[src/hdl/procPkg.sv]
/*
 * Shared definitions for the 16-bit single-cycle processor
 * Widths, opcode encodings, control word and retirement record
 */
package procPkg;

   localparam int DataWidth     = 16;
   localparam int RegCount      = 8;
   localparam int RegAddrWidth  = 3;
   localparam int ImemDepth     = 256; // Words
   localparam int DmemDepth     = 256;
   localparam int ImemAddrWidth = 8;
   localparam int DmemAddrWidth = 8;
   localparam logic [DataWidth-1:0] TrapVector = 16'h0002; // SIIC handler

   // Opcodes, instr[15:11]
   localparam logic [4:0] OpHalt  = 5'b00000;
   localparam logic [4:0] OpNop   = 5'b00001;
   localparam logic [4:0] OpSiic  = 5'b00010;
   localparam logic [4:0] OpRti   = 5'b00011;
   localparam logic [4:0] OpJ     = 5'b00100;
   localparam logic [4:0] OpJr    = 5'b00101;
   localparam logic [4:0] OpJal   = 5'b00110;
   localparam logic [4:0] OpAddi  = 5'b01000;
   localparam logic [4:0] OpSubi  = 5'b01001;
   localparam logic [4:0] OpXori  = 5'b01010;
   localparam logic [4:0] OpAndni = 5'b01011;
   localparam logic [4:0] OpBeqz  = 5'b01100; // Low two bits double as branch condition
   localparam logic [4:0] OpBnez  = 5'b01101;
   localparam logic [4:0] OpBltz  = 5'b01110;
   localparam logic [4:0] OpSt    = 5'b10000;
   localparam logic [4:0] OpLd    = 5'b10001;
   localparam logic [4:0] OpSlbi  = 5'b10010;
   localparam logic [4:0] OpLbi   = 5'b11000;
   localparam logic [4:0] OpRform = 5'b11011; // add/sub/xor/andn by funct

   typedef enum logic [2:0] {AluAdd, AluSub, AluXor, AluAndn, AluPassB, AluSlbi} aluOp_t;
   typedef enum logic [2:0] {ImmS5, ImmZ5, ImmS8, ImmZ8, ImmS11} immSel_t;
   typedef enum logic [2:0] {PcPlus2, PcBranch, PcJump, PcReg, PcTrap, PcReturn} pcSel_t;
   typedef enum logic [1:0] {WbAlu, WbMem, WbLink} wbSel_t;
   // Destination field: instr[4:2], instr[7:5], instr[10:8] or r7
   typedef enum logic [1:0] {DestRd, DestRt, DestRs, DestR7} destSel_t;

   typedef struct packed {
      logic     regWrite;
      destSel_t destSel;
      aluOp_t   aluOp;
      logic     aluSrcImm;  // B operand is immediate
      immSel_t  immSel;
      logic     memEnable;
      logic     memWrite;
      wbSel_t   wbSel;
      logic     branch;
      logic [1:0] branchCond; // Matches Op*[1:0] of the branch opcodes
      pcSel_t   pcSel;
   } ctrl_t;

   // One record per register write
   typedef struct packed {
      logic                    valid;
      logic [RegAddrWidth-1:0] regNum;
      logic [DataWidth-1:0]    value;
      logic [DataWidth-1:0]    pc;
   } trace_t;

endpackage

[src/hdl/decode.sv]
/*
 * Decode and writeback
 * Register file, immediate extension, writeback mux and retirement record
 */
`timescale 1ns/1ns
module decode (
   input  logic                          clk,
   input  logic [procPkg::DataWidth-1:0] instr,
   input  procPkg::ctrl_t                ctrl,
   input  logic                          run,
   input  logic [procPkg::DataWidth-1:0] pc,
   input  logic [procPkg::DataWidth-1:0] aluOut,
   input  logic [procPkg::DataWidth-1:0] memOut,
   output logic [procPkg::DataWidth-1:0] rsVal,
   output logic [procPkg::DataWidth-1:0] rtVal,
   output logic [procPkg::DataWidth-1:0] imm,
   output procPkg::trace_t               wrTrace
);
   import procPkg::*;

   logic [DataWidth-1:0]    regs [RegCount]; // r0 is an ordinary register
   logic [RegAddrWidth-1:0] rs, rt, rd;
   logic [RegAddrWidth-1:0] dest;
   logic [DataWidth-1:0]    wbVal;
   logic                    wrEn;

   assign rs = instr[10:8];
   assign rt = instr[7:5];
   assign rd = instr[4:2]; // R-format only

   assign rsVal = regs[rs];
   assign rtVal = regs[rt]; // Also store data

   // Immediate forms
   always_comb begin
      case (ctrl.immSel)
         ImmZ5:   imm = {11'b0, instr[4:0]};
         ImmS8:   imm = {{8{instr[7]}}, instr[7:0]};
         ImmZ8:   imm = {8'b0, instr[7:0]};
         ImmS11:  imm = {{5{instr[10]}}, instr[10:0]};
         default: imm = {{11{instr[4]}}, instr[4:0]};
      endcase
   end

   always_comb begin
      case (ctrl.destSel)
         DestRd:  dest = rd;
         DestRs:  dest = rs;      // LBI, SLBI
         DestR7:  dest = 3'd7;    // JAL link
         default: dest = rt;
      endcase
   end

   always_comb begin
      case (ctrl.wbSel)
         WbMem:   wbVal = memOut;
         WbLink:  wbVal = pc + 16'd2;
         default: wbVal = aluOut;
      endcase
   end

   assign wrEn = run && ctrl.regWrite;

   always_ff @(posedge clk) begin
      if (wrEn) begin
         regs[dest] <= wbVal;
      end
   end

   // Same-cycle view of the write above
   assign wrTrace.valid  = wrEn;
   assign wrTrace.regNum = dest;
   assign wrTrace.value  = wbVal;
   assign wrTrace.pc     = pc;

endmodule

[config.mk]
export PLATFORM = sky130hd
export DESIGN_NAME = decode
export DESIGN_NICKNAME = d
export VERILOG_FILES = /design/src/hdl/procPkg.sv /design/src/hdl/decode.sv
export SDC_FILE = /design/constraint.sdc
export NUM_CORES = 1
export LEC_CHECK = 0
export ABC_AREA = 1
export BUFFER_PORTS_ARGS = -buffer_cell sky130_fd_sc_hd__buf_2
export CORE_MARGIN = 1.5
export CORE_UTILIZATION = 54
export DETAILED_ROUTE_END_ITERATION = 12
export PLACE_DENSITY = 0.85
export SLEW_MARGIN = 20
export SYNTH_ARGS = -nofsm -noshare
export SYNTH_HDL_FRONTEND = slang
export SYNTH_SLANG_ARGS = --single-unit
[constraint.sdc]
create_clock -name clk -period 5.52 [get_ports clk]
set_input_delay 1.656 -clock clk [delete_from_list [all_inputs] [get_ports clk]]
set_output_delay 1.656 -clock clk [all_outputs]
set_load 0.01 [all_outputs]
Yosys cells after proc, flatten, opt, wreduce, memory -nomap -nowiden

Memories as Yosys holds them, arrays and structs flattened.
Cells that the tools add are included.

Register bits after elaboration: 0
Bits in latches: 0
Memory bits (writable): 128
ROM bits: 0
Bits of input ports: 86
Output and inout port bits: 84
Memories: 1

$add $sub $neg: 1
$mul: 0
Divide/modulo/power cells: 0
Magnitude comparators: 0
Equal/unequal tests: 8
Shift operators: 0
Mux-type cells: 5
Bitwise operators: 0
Reductions and logical operators: 2

Memories:

| name | words | width | rd ports | clocked after memory_dff | write ports | RTL line     | text |
|---|---|---|---|---|---|---|---|
| regs | 8     | 16    | 2        | 0                        | 1           | decode.sv:21 | `logic [DataWidth-1:0] regs [RegCount];` |

Operators by type and width:

| kind                  | number |
|---|---|
| $pmux 16 s4           | 1 |
| $pmux 16 s2           | 1 |
| $add 16x2->16 const B | 1 |
| $pmux 3 s3            | 1 |
| $eq 2x2->1 const B    | 3 |
| $eq 3x2->1 const B    | 2 |
| $eq 3x1->1 const B    | 1 |
| $eq 3x3->1 const B    | 1 |
| $eq 2x1->1 const B    | 1 |
| $logic_not 2->1       | 1 |
| $mux 1                | 2 |
| $logic_and 1x1->1     | 1 |

Logic depth before layout (Yosys ltp)

Gate-level depths: netlist of the first run.

Depth in word-level cells: 3
Gate-level depth with buffers: 8

Least setup slack after synthesis of the first run

Ideal clock, no wire load.

Kind: input port to output port
From: in ctrl[6] (netlist name)
To: out wrTrace[16] (netlist name)
Arrival time: 2.896 ns
Setup slack: 0.968 ns
Stages: 7
Cells stage by stage: inv_1 ha_1 buf_2 inv_1 buf_2 nor2_1 a21oi_1

RTL lines:

| item        | RTL line     | text |
|---|---|---|
| from (decl) | decode.sv:9  | `input procPkg::ctrl_t ctrl,` |
| to (decl)   | decode.sv:17 | `output procPkg::trace_t wrTrace` |

Final worst setup path of the first run

From: in instr[5] (netlist name)
To: out rtVal[10] (netlist name)

Word-level cells in the longest chain between the ends: 1

Ends and longest elaborated chain:

| item         | RTL line     | text |
|---|---|---|
| from (decl)  | decode.sv:8  | `input logic [procPkg::DataWidth-1:0] instr,` |
| $mem_v2 8x16 | -            |  |
| to (decl)    | decode.sv:15 | `output logic [procPkg::DataWidth-1:0] rtVal,` |

Every way passes these cells.

==> results of run 1 <==
[power by group]
| group | switching (mW) | internal (mW) | leakage (nW) |
|---|---|---|---|
| logic | 0.280 | 0.147 | 2.12 |
| registers | 0.0113 | 1.13 | 1.13 |
| clock network | 0.358 | 0.649 | 0.259 |
[cell usage in the layout (no fill, tap or decap), types with 17 or more instances in the layout]
cell / netlist / final
o21ai_1: 62 / 62
edfxtp_1: 128 / 128
buf_4: 29 / 32
a21oi_1: 101 / 101
inv_1: 56 / 56
nand2_1: 130 / 130
clkbuf_16: 0 / 17
o21ai_0: 142 / 142
nor2_1: 93 / 93
buf_2: 21 / 148
[worst max-delay path by stage]
stage                       end  slack (ns)  depth (start not counted)
floorplan           wrTrace[16]        0.97                          7
detailed placement  wrTrace[21]        0.66                          8
global placement    wrTrace[21]        0.69                          7
CTS                 wrTrace[21]        0.66                          8
global route        wrTrace[21]        0.48                          8
finish                rtVal[10]        0.63                          7
[cell families after synthesis]
family,synth area share
buf+inv,0.1017
flops,0.5261
compound gates,0.2180
simple gates,0.1490
fa+ha+maj,0.005138
[stage by stage]
| stage | power, mW | cell area (µm²) | worst slack, ns | hold WS (ns) | cells |
|---|---|---|---|---|---|
| 3_3_place_gp | 1.565 | 8035 | 0.6943 | 2.153 | 1126 |
| 4_1_cts | 2.572 | 8569 | 0.6568 | 1.725 | 1156 |
| 6_report | 2.574 | 8569 | 0.6333 | 1.733 | 1156 |
| 2_1_floorplan | 1.416 | 7306 | 0.9681 | 2.045 | 848 |
| 5_1_grt | 2.660 | 8569 | 0.4841 | 1.769 | 1156 |
| 3_5_place_dp | 1.575 | 8035 | 0.6611 | 2.154 | 1126 |
[critical path, cell delays in order]
cell,delay [ns]
buf_2,0.48
buf_4,0.42
o21ai_0,0.14
o21ai_1,0.18
nand2_1,0.12
nand2_1,0.07
buf_2,0.12
[routing by layer]
metal,GRT usage,up-vias,part of all wire
met5,0,-,0
met4,0.1280,0,0.031
met3,0.06657,73,0.12
met2,0.4707,471,0.49
met1,0.3289,3047,0.36
li1,-,3143,-
[layout make-up]
type | instances | area, µm²
Fill cell | 1037 | 4673
Sequential cell | 128 | 3844
Multi-Input combinational cell | 579 | 2719
Timing Repair Buffer | 182 | 1021
Clock buffer | 21 | 440.4
Inverter | 61 | 231.5
Tap cell | 176 | 220.2
Clock inverter | 9 | 93.84
==> reports/summary.md, run 1 <==
Floorplan
- 13240 µm² — core area
- 42 — number of rows created at floorplan
- 0.5517 — Initial Utilization
- 14240 µm² — area of the die
- 119.3 µm — die height
- 170 — top-level port count
- 119.3 µm — die width

Timing
- 0.8853 — final worst-path cycle share
- 0 — final count of hold timing violations
- 0 — number of setup violations in the final report
- 0.5046 — tightest slew margin relative to the limit
- 204.6 MHz — highest clock rate
- 4.887 ns — time the worst path needs with I/O delays and setup
- 0.7430 ns — actual slew at the worst max-slew pin
- 0 — number of max-slew violations in the final report
- 0 ns — summed negative setup slack over all endpoints
- no — setup repair after global routing missed its margin

Layout
- regs x128 — largest registers in the final layout
- 128 — flip-flop count of the largest register, all copies and words added
- regs — register containing the most flip-flops in the final layout
- 17.30% — layout-stage area growth over the synthesis result
- 0.2367 — share of post-route cells with drive strength above 1
- 0 — diode count
- 1058 — number of nets in the layout
- 0.6471 — fin util

Worst setup path
- instr[5] — critical path startpoint
- 3.86 ns — worst path required time
- input port — startpoint type of the worst setup path
- 3.23 ns — data arrival time of the critical path
- output port — category of the worst setup path capture point
- 33 — highest fanout seen on the critical path
- input port to output port — category of the critical setup timing path

Run status
- finished clean — outcome

Synth
- 0.5261 — sequential area share after synthesis
- 0.5261 — portion of synthesized cell area occupied by the leading cell type
- 7306 µm² — post-synth design cell area
- o21ai_0 (142), nand2_1 (130), edfxtp_1 (128), a21oi_1 (101), nor2_1 (93) — commonest cells in the netlist
- 8.615 µm² — Post-Synthesis Mean Instance Area
- edfxtp_1 — dominant register cell in the synthesized netlist
- 128 — EDFF count, synth
- 937 — Synth Net Count
- 0 — number of warnings reported in the yosys synthesis log
- edfxtp_1 — cell type with the highest aggregate area in the netlist
- 128 — flop and latch count out of synthesis
- edfxtp_1 (53%), o21ai_0 (9.7%), a21oi_1 (6.9%) — largest cells by area after synthesis
- 0 — share of async-settable or async-resettable flops after synthesis
- 848 — Mapped Cells
- 29 — library cells used by synthesis
- o21ai_0 — most numerous cell in the Yosys netlist

Clocking
- 17 — CTS Buf Count
- 0.05 ns — post-CTS clock slew at the launch and capture registers of the worst setup and hold paths
- 2 — CTS Buffer Depth
- 0 — post-CTS setup buffer count
- 0 — count of cells resized by post-cts repair
- 128 — total number of clock tree sinks
- clkbuf_16 — cell at the root of the clock tree
- 4 — number of H-tree levels
- built — clock tree from TritonCTS
- 0 — hold buffer count at CTS

Global route
- 0 — initial antenna violation count
- 64 — pin count of the biggest net entering global routing
- 6140 — vias in the first global route
- 0.2754 — aggregate global-route resource usage
- 0 — Overflow after GRT
- 29860 µm — global-route wire length before repair

Worst hold path
- regs[6][8] — terminating pin of the worst hold path
- 3 — Worst Hold Depth
- input port to flip-flop — path class of the lowest-slack min-delay path
- aluOut[8] — start point of the worst min-delay path

Power and ir drop
- 0.2514 mV — maximum VDD drop
- 300.3 nW/µm² — Power Density
- 3.509 nW — leakage power of the design

Route
- 6 — Initial DRT Pass Iterations
- 17.10 µm — average wire per cell in the routed design
- 5.825 — detail-routed via count per cell
- 0 — DRC errors left
- 6734 — number of vias in the routed layout
- 0 — antenna-violating nets left
- 19770 µm — total detailed-routing wirelength
- 1039 — DR iter-0 viols

Placement
- 148 — IO Port Bufs
- 0.8159 — routability congestion estimate
- 12200 µm — estimated wirelength of the detail-placed design

Job
- 0 — number of maximum-capacitance constraint violations

Power figures use the tool's default switching activity.
==> inputs of run 2 (changes only) <==
--- a/config.mk
+++ b/config.mk
@@ -5,12 +5,13 @@
 export SDC_FILE = /design/constraint.sdc
 export NUM_CORES = 1
 export LEC_CHECK = 0
-export ABC_AREA = 1
+export ABC_AREA = 0
 export BUFFER_PORTS_ARGS = -buffer_cell sky130_fd_sc_hd__buf_2
 export CORE_MARGIN = 1.5
 export CORE_UTILIZATION = 54
 export DETAILED_ROUTE_END_ITERATION = 12
-export PLACE_DENSITY = 0.85
+export PLACE_DENSITY = 0.86
+export SKIP_LAST_GASP = 1
 export SLEW_MARGIN = 20
 export SYNTH_ARGS = -nofsm -noshare
 export SYNTH_HDL_FRONTEND = slang
==> run 2 against run 1 <==
  * Final cell count decreased by 36%
  * Clock power up 12%
  * Via count fell by 32%
  * Maximum frequency is 6.9% lower
  * Non-clock buffer count fell by 4
  * Sequential power is essentially flat
  * Sequential share of layout area increased by 0.77 points
  * Die area is 4.2% lower
  * Cell area is 1.7% lower
  * Critical endpoint is now wrTrace[17]
  * Largest cell class unchanged
==> reports/summary.md, run 2 <==
Global route
- 34 — pin count of the biggest net entering global routing, was 64
- 4532 — vias in the first global route, was 6140
- 0 — Overflow after GRT, unchanged
- 0 — initial antenna violation count, unchanged
- 0.2603 — aggregate global-route resource usage, was 0.2754
- 24890 µm — global-route wire length before repair, was 29860 µm

Clocking
- 0 — hold buffer count at CTS, unchanged
- 0 — count of cells resized by post-cts repair, unchanged
- 2 — CTS Buffer Depth, unchanged
- clkbuf_16 — cell at the root of the clock tree, unchanged
- 0.05 ns — post-CTS clock slew at the launch and capture registers of the worst setup and hold paths, about the same
- 128 — total number of clock tree sinks, unchanged
- 17 — CTS Buf Count, unchanged
- 0 — post-CTS setup buffer count, unchanged
- 4 — number of H-tree levels, unchanged
- built — clock tree from TritonCTS, unchanged

Layout
- regs x128 — largest registers in the final layout, unchanged
- 745 — Final Instance Count excl. Fillers, was 1156
- 20.49% — layout-stage area growth over the synthesis result, was 17.30%
- buf_2 — most frequent standard cell in the layout excluding fill and tap cells, unchanged
- 0 — diode count, unchanged
- 649 — number of nets in the layout, was 1058
- regs — register containing the most flip-flops in the final layout, unchanged
- 0.4607 — share of post-route cells with drive strength above 1, was 0.2367
- buf_2 (148), edfxtp_1 (128), mux4_1 (41), mux2_2 (35), buf_4 (29) — most frequent cells in the layout, was buf_2 (148), o21ai_0 (142), nand2_1 (130), edfxtp_1 (128), a21oi_1 (101)
- 128 — flip-flop count of the largest register, all copies and words added, unchanged
- 0.6677 — fin util, was 0.6471
- 8426 µm² — Design Area, Final, was 8569 µm²

Synth
- edfxtp_1 — most numerous cell in the Yosys netlist, was o21ai_0
- 0.005368 — fraction of the mapped netlist area in adder cells, was 0.005138
- 0.5497 — portion of synthesized cell area occupied by the leading cell type, was 0.5261
- multiplexers — dominant combinational cell family by area after synthesis, was compound AO/OA/AOI/OAI gates
- 128 — EDFF count, synth, unchanged
- 0 — number of warnings reported in the yosys synthesis log, unchanged
- 0.04491 — complex-gate fraction of the synthesized area, was 0.2180
- edfxtp_1 (55%), mux4_1 (15%), mux4_2 (7.4%) — largest cells by area after synthesis, was edfxtp_1 (53%), o21ai_0 (9.7%), a21oi_1 (6.9%)
- 6993 µm² — post-synth design cell area, was 7306 µm²
- 415 — Mapped Cells, was 848
- edfxtp_1 — dominant register cell in the synthesized netlist, unchanged
- 0.5497 — sequential area share after synthesis, was 0.5261
- 0.01378 — post-synthesis share of cell area spent on xor and xnor gates, was 0
- edfxtp_1 (128), mux4_1 (41), mux2_2 (35), buf_4 (27), mux4_2 (23) — commonest cells in the netlist, was o21ai_0 (142), nand2_1 (130), edfxtp_1 (128), a21oi_1 (101), nor2_1 (93)
- 0.2859 — mux cell area share after synthesis, was 0
- 0 — share of async-settable or async-resettable flops after synthesis, unchanged
- 504 — Synth Net Count, was 937
- 128 — flop and latch count out of synthesis, unchanged
- 0.04258 — Synth Area in Simple Gates, was 0.1490
- edfxtp_1 — cell type with the highest aggregate area in the netlist, unchanged
- 16.85 µm² — Post-Synthesis Mean Instance Area, was 8.615 µm²
- 36 — library cells used by synthesis, was 29

Run status
- finished clean — outcome, unchanged

Timing
- 0 — number of setup violations in the final report, unchanged
- 0 ns — summed negative setup slack over all endpoints, unchanged
- 1.168 ns — actual slew at the worst max-slew pin, was 0.7430 ns
- 0 — number of max-slew violations in the final report, unchanged
- 0.2129 — tightest slew margin relative to the limit, was 0.5046
- no — setup repair after global routing missed its margin, unchanged
- 5.248 ns — time the worst path needs with I/O delays and setup, was 4.887 ns
- 1.691 ns — final hold slack, was 1.733 ns
- 0 — final count of hold timing violations, unchanged
- 0.9508 — final worst-path cycle share, was 0.8853
- 190.5 MHz — highest clock rate, was 204.6 MHz

Power and ir drop
- 312.7 nW/µm² — Power Density, was 300.3 nW/µm²
- 3.012 nW — leakage power of the design, was 3.509 nW
- 0.2105 mV — maximum VDD drop, was 0.2514 mV

Floorplan
- 0.5541 — Initial Utilization, was 0.5517
- 13640 µm² — area of the die, was 14240 µm²
- 170 — top-level port count, unchanged
- 116.8 µm — die height, was 119.3 µm
- 41 — number of rows created at floorplan, was 42
- 116.8 µm — die width, was 119.3 µm
- 12620 µm² — core area, was 13240 µm²

Route
- 16680 µm — total detailed-routing wirelength, was 19770 µm
- 0 — DRC errors left, unchanged
- 6.189 — detail-routed via count per cell, was 5.825
- 5 — Initial DRT Pass Iterations, was 6
- 0 — antenna-violating nets left, unchanged
- 4611 — number of vias in the routed layout, was 6734
- 22.39 µm — average wire per cell in the routed design, was 17.10 µm
- 428 — DR iter-0 viols, was 1039

Placement
- 713 — dpl cells, was 1126
- 148 — IO Port Bufs, unchanged
- 7824 µm² — placed instance area, was 8035 µm²
- 10690 µm — estimated wirelength of the detail-placed design, was 12200 µm
- 0.9171 — routability congestion estimate, was 0.8159

Worst setup path
- 9 — highest fanout seen on the critical path, was 33
- output port — category of the worst setup path capture point, unchanged
- 3.86 ns — worst path required time, about the same
- 3.59 ns — data arrival time of the critical path, was 3.23 ns
- input port to output port — category of the critical setup timing path, unchanged
- input port — startpoint type of the worst setup path, unchanged

Worst hold path
- input port to flip-flop — path class of the lowest-slack min-delay path, unchanged

Job
- 0 — number of maximum-capacitance constraint violations, unchanged

run 2: changes by cell type after synthesis, moves of 8 or more:
| cell | change |
|---|---|
| nand2_1 | -111 |
| nand3_1 | -8 |
| a22oi_1 | +8 |
| a21oi_1 | -90 |
| buf_2 | -16 |
| mux4_1 | +41 |
| nor2_1 | -83 |
| xnor2_1 | +9 |
| o21ai_1 | -62 |
| o21ai_0 | -125 |
| inv_1 | -45 |
| nor2_2 | -13 |
| mux4_2 | +23 |
| mux2_2 | +35 |
run 2: cell type report:
cell class	count	area [µm²]
Inverter	11	41.29
Multi-Input combinational cell	224	2745
Timing Repair Buffer	178	978.4
Fill cell	833	4194
Clock buffer	19	432.9
Clock inverter	13	168.9
Tap cell	172	215.2
Sequential cell	128	3844
run 2: through the flow:
step	setup WS, ns	power, mW
after floorplan	0.7646	1.378
after global placement	0.3739	1.500
after detailed placement	0.2864	1.516
after CTS	0.2879	2.653
after global routing	0.2294	2.723
final	0.2718	2.635
run 2: final timing paths:
check,cells after the start,slack (ns),to,start
setup / recovery,7,0.27,wrTrace[17],ctrl[6]
hold / removal,4,1.69,regs[7][7],aluOut[7]
run 2: critical path, cell delays in order:
cell and delay, ns:
buf_2 0.11, inv_1 0.05, ha_1 0.34, inv_1 0.13, a2bb2oi_1 0.15, o21ai_0 0.88
buf_2 0.28
run 2: layer usage:
metal,track usage,part of all wire,wire length [µm],up-vias
met5,0,0,0,-
met3,0.05973,0.073,1223,29
li1,-,-,-,1998
met4,0.1084,0.022,374,0
met2,0.4713,0.54,8935,284
met1,0.2991,0.37,6144,2300
run 2: report_power, final:
group	switching (mW)	internal [mW]
Combinational	0.198	0.167
Sequential	0.0127	1.12
Clock	0.388	0.746
run 2: kinds of logic (layout without fill, tap and decap cells):
group | Yosys count | after routing
simple gates | 60 | 60
mux | 100 | 100
buf+inv | 63 | 221
xor+xnor | 11 | 11
fa+ha+maj | 3 | 3
flops | 128 | 128
compound gates | 50 | 50
==> inputs of run 3 (changes only) <==
==> constraint.sdc (replaced) <==
create_clock -name clk -period 5.52 [get_ports clk]
set_input_delay 1.656 -clock clk [delete_from_list [all_inputs] [get_ports clk]]
set_output_delay 1.656 -clock clk [all_outputs]
set_load 0.1 [all_outputs]
==> run 3 against run 2 <==
  * Final cell count shrank 1.1%
  * Cell area up 1.5%
  * Critical path depth increased by 1
  * Combinational power grew 120%
  * Clock-buffer cell count is 2 higher
  * Highest routed layer is now met5
==> reports/summary.md, run 3 (synthesis results as in run 2) <==
Clocking
- 0 — post-CTS setup buffer count, unchanged
- 0.05 ns — post-CTS clock slew at the launch and capture registers of the worst setup and hold paths, about the same
- clkbuf_16 — cell at the root of the clock tree, unchanged
- built — clock tree from TritonCTS, unchanged
- 17 — CTS Buf Count, unchanged
- 2 — CTS Buffer Depth, unchanged
- 4 — number of H-tree levels, unchanged
- 0 — count of cells resized by post-cts repair, unchanged
- 0 — hold buffer count at CTS, unchanged
- 128 — total number of clock tree sinks, unchanged

Power and ir drop
- 0.323 — fraction of power consumed by the clock network, was 0.431
- 334.2 nW/µm² — Power Density, was 312.7 nW/µm²
- 971.6 µW — Switch Pwr, was 599.4 µW
- 0.280 — Comb pwr share, was 0.139
- 1.887 mW — internal power summed over all cells, was 2.035 mW
- 0.1879 mV — maximum VDD drop, was 0.2105 mV
- 0.3399 — switching power share of the total, was 0.2275
- 0.397 — part of the total power dissipated in sequential elements, was 0.431
- 2.858 mW — Power, Total, was 2.635 mW
- 3.031 nW — leakage power of the design, was 3.012 nW

Timing
- 0.5982 — tightest slew margin relative to the limit, was 0.2129
- 1.670 ns — final hold slack, was 1.691 ns
- 5.214 ns — time the worst path needs with I/O delays and setup, was 5.248 ns
- 191.8 MHz — highest clock rate, was 190.5 MHz
- 0.9446 — final worst-path cycle share, was 0.9508
- 0 — number of max-slew violations in the final report, unchanged
- 0.6027 ns — actual slew at the worst max-slew pin, was 1.168 ns
- 0 — number of setup violations in the final report, unchanged
- no — setup repair after global routing missed its margin, unchanged
- 0 — final count of hold timing violations, unchanged
- 0.3058 ns — crit path setup slack, layout, was 0.2718 ns
- 0 ns — summed negative setup slack over all endpoints, unchanged

Layout
- buf_2 — most frequent standard cell in the layout excluding fill and tap cells, unchanged
- 0 — diode count, unchanged
- 22.29% — layout-stage area growth over the synthesis result, was 20.49%
- 643 — number of nets in the layout, was 649
- 8552 µm² — Design Area, Final, was 8426 µm²
- 834 — Layout fillers, was 833
- 0.6777 — fin util, was 0.6677
- regs — register containing the most flip-flops in the final layout, unchanged
- buf_2 (134), edfxtp_1 (128), mux4_1 (41), mux2_2 (35), mux4_2 (23) — most frequent cells in the layout, was buf_2 (148), edfxtp_1 (128), mux4_1 (41), mux2_2 (35), buf_4 (29)
- 128 — flip-flop count of the largest register, all copies and words added, unchanged
- 0.4708 — share of post-route cells with drive strength above 1, was 0.4607
- 737 — Final Instance Count excl. Fillers, was 745
- regs x128 — largest registers in the final layout, unchanged

Placement
- 10920 µm — estimated wirelength of the detail-placed design, was 10690 µm
- 0.9389 — routability congestion estimate, was 0.9171
- 8065 µm² — placed instance area, was 7824 µm²
- 148 — IO Port Bufs, unchanged
- 0.3440 ns — worst setup slack before clock tree synthesis, was 0.2864 ns
- 707 — dpl cells, was 713

Floorplan
- 170 — top-level port count, unchanged
- 116.8 µm — die height, unchanged
- 116.8 µm — die width, unchanged
- 41 — number of rows created at floorplan, unchanged
- 12620 µm² — core area, unchanged
- 0.5541 — Initial Utilization, unchanged
- 13640 µm² — area of the die, unchanged

Global route
- 0 — Overflow after GRT, unchanged
- 25810 µm — global-route wire length before repair, was 24890 µm
- 1 — initial antenna violation count, was 0
- 0.3122 — fraction of met1 tracks used by global routing, was 0.2991
- 0.4776 — met2 track demand over resource in global routing, was 0.4713
- 4727 — vias in the first global route, was 4532
- 0.2680 — aggregate global-route resource usage, was 0.2603
- 36 — pin count of the biggest net entering global routing, was 34
- met2 — gr busiest metal, unchanged
- 0.06643 — met3 track demand over resource in global routing, was 0.05973

Route
- 16970 µm — total detailed-routing wirelength, was 16680 µm
- 370 — DR iter-0 viols, was 428
- 23.03 µm — average wire per cell in the routed design, was 22.39 µm
- 5 — Initial DRT Pass Iterations, unchanged
- 0 — DRC errors left, unchanged
- 6.182 — detail-routed via count per cell, was 6.189
- 0 — antenna-violating nets left, unchanged
- 4556 — number of vias in the routed layout, was 4611

Worst hold path
- aluOut[4] — start point of the worst min-delay path, was aluOut[7]
- 3 — Worst Hold Depth, was 4
- input port to flip-flop — path class of the lowest-slack min-delay path, unchanged

Run status
- finished clean — outcome, unchanged

Worst setup path
- ctrl[6] — critical path startpoint, unchanged
- input port to output port — category of the critical setup timing path, unchanged
- input port — startpoint type of the worst setup path, unchanged
- 3.86 ns — worst path required time, about the same
- 15 — highest fanout seen on the critical path, was 9
- output port — category of the worst setup path capture point, unchanged
- 3.56 ns — data arrival time of the critical path, was 3.59 ns

Job
- 0 — number of maximum-capacitance constraint violations, unchanged

[run 3: changes by cell type in the layout (fill, tap and decap cells not counted), sizes merged]
| cell | before | now |
|---|---|---|
| clkinvlp | 3 | 1 |
| clkinv | 6 | 8 |
| bufinv | 4 | 0 |
| clkbuf | 19 | 21 |
| buf | 178 | 172 |
[run 3: power groups by stage]
| stage | sequential, mW | combinational (mW) | clock (mW) |
|---|---|---|---|
| floorplan | 1.15 | 0.627 | 0 |
| global placement | 1.15 | 0.784 | 0 |
| detailed placement | 1.15 | 0.797 | 0 |
| CTS | 1.13 | 0.801 | 0.938 |
| global route | 1.14 | 0.831 | 0.980 |
| finish | 1.14 | 0.799 | 0.924 |
[run 3: critical path, cell delays in order]
cell	delay, ns
buf_2	0.10
inv_1	0.04
ha_1	0.58
a21oi_1	0.19
nand2_1	0.11
mux2i_1	0.11
a221oi_4	0.51
buf_12	0.25
[run 3: layout make-up]
type | count | area [µm²] | share of cell area
Clock inverter | 9 | 46.29 | 0.005413
Sequential cell | 128 | 3844 | 0.4495
Inverter | 11 | 41.29 | 0.004828
Timing Repair Buffer | 172 | 1169 | 0.1366
Multi-Input combinational cell | 224 | 2796 | 0.3270
Clock buffer | 21 | 440.4 | 0.05150
Tap cell | 172 | 215.2 | 0.02516
[run 3: routing by layer]
| metal | vias to the layer above | wire length (µm) |
|---|---|---|
| met4 | 2 | 391 |
| li1 | 1980 | - |
| met2 | 282 | 8829 |
| met5 | - | 7 |
| met1 | 2255 | 6286 |
| met3 | 37 | 1455 |
[run 3: final timing paths]
check | endpoint | slack [ns]
hold / removal | regs[6][4] | 1.67
setup / recovery | wrTrace[29] | 0.31
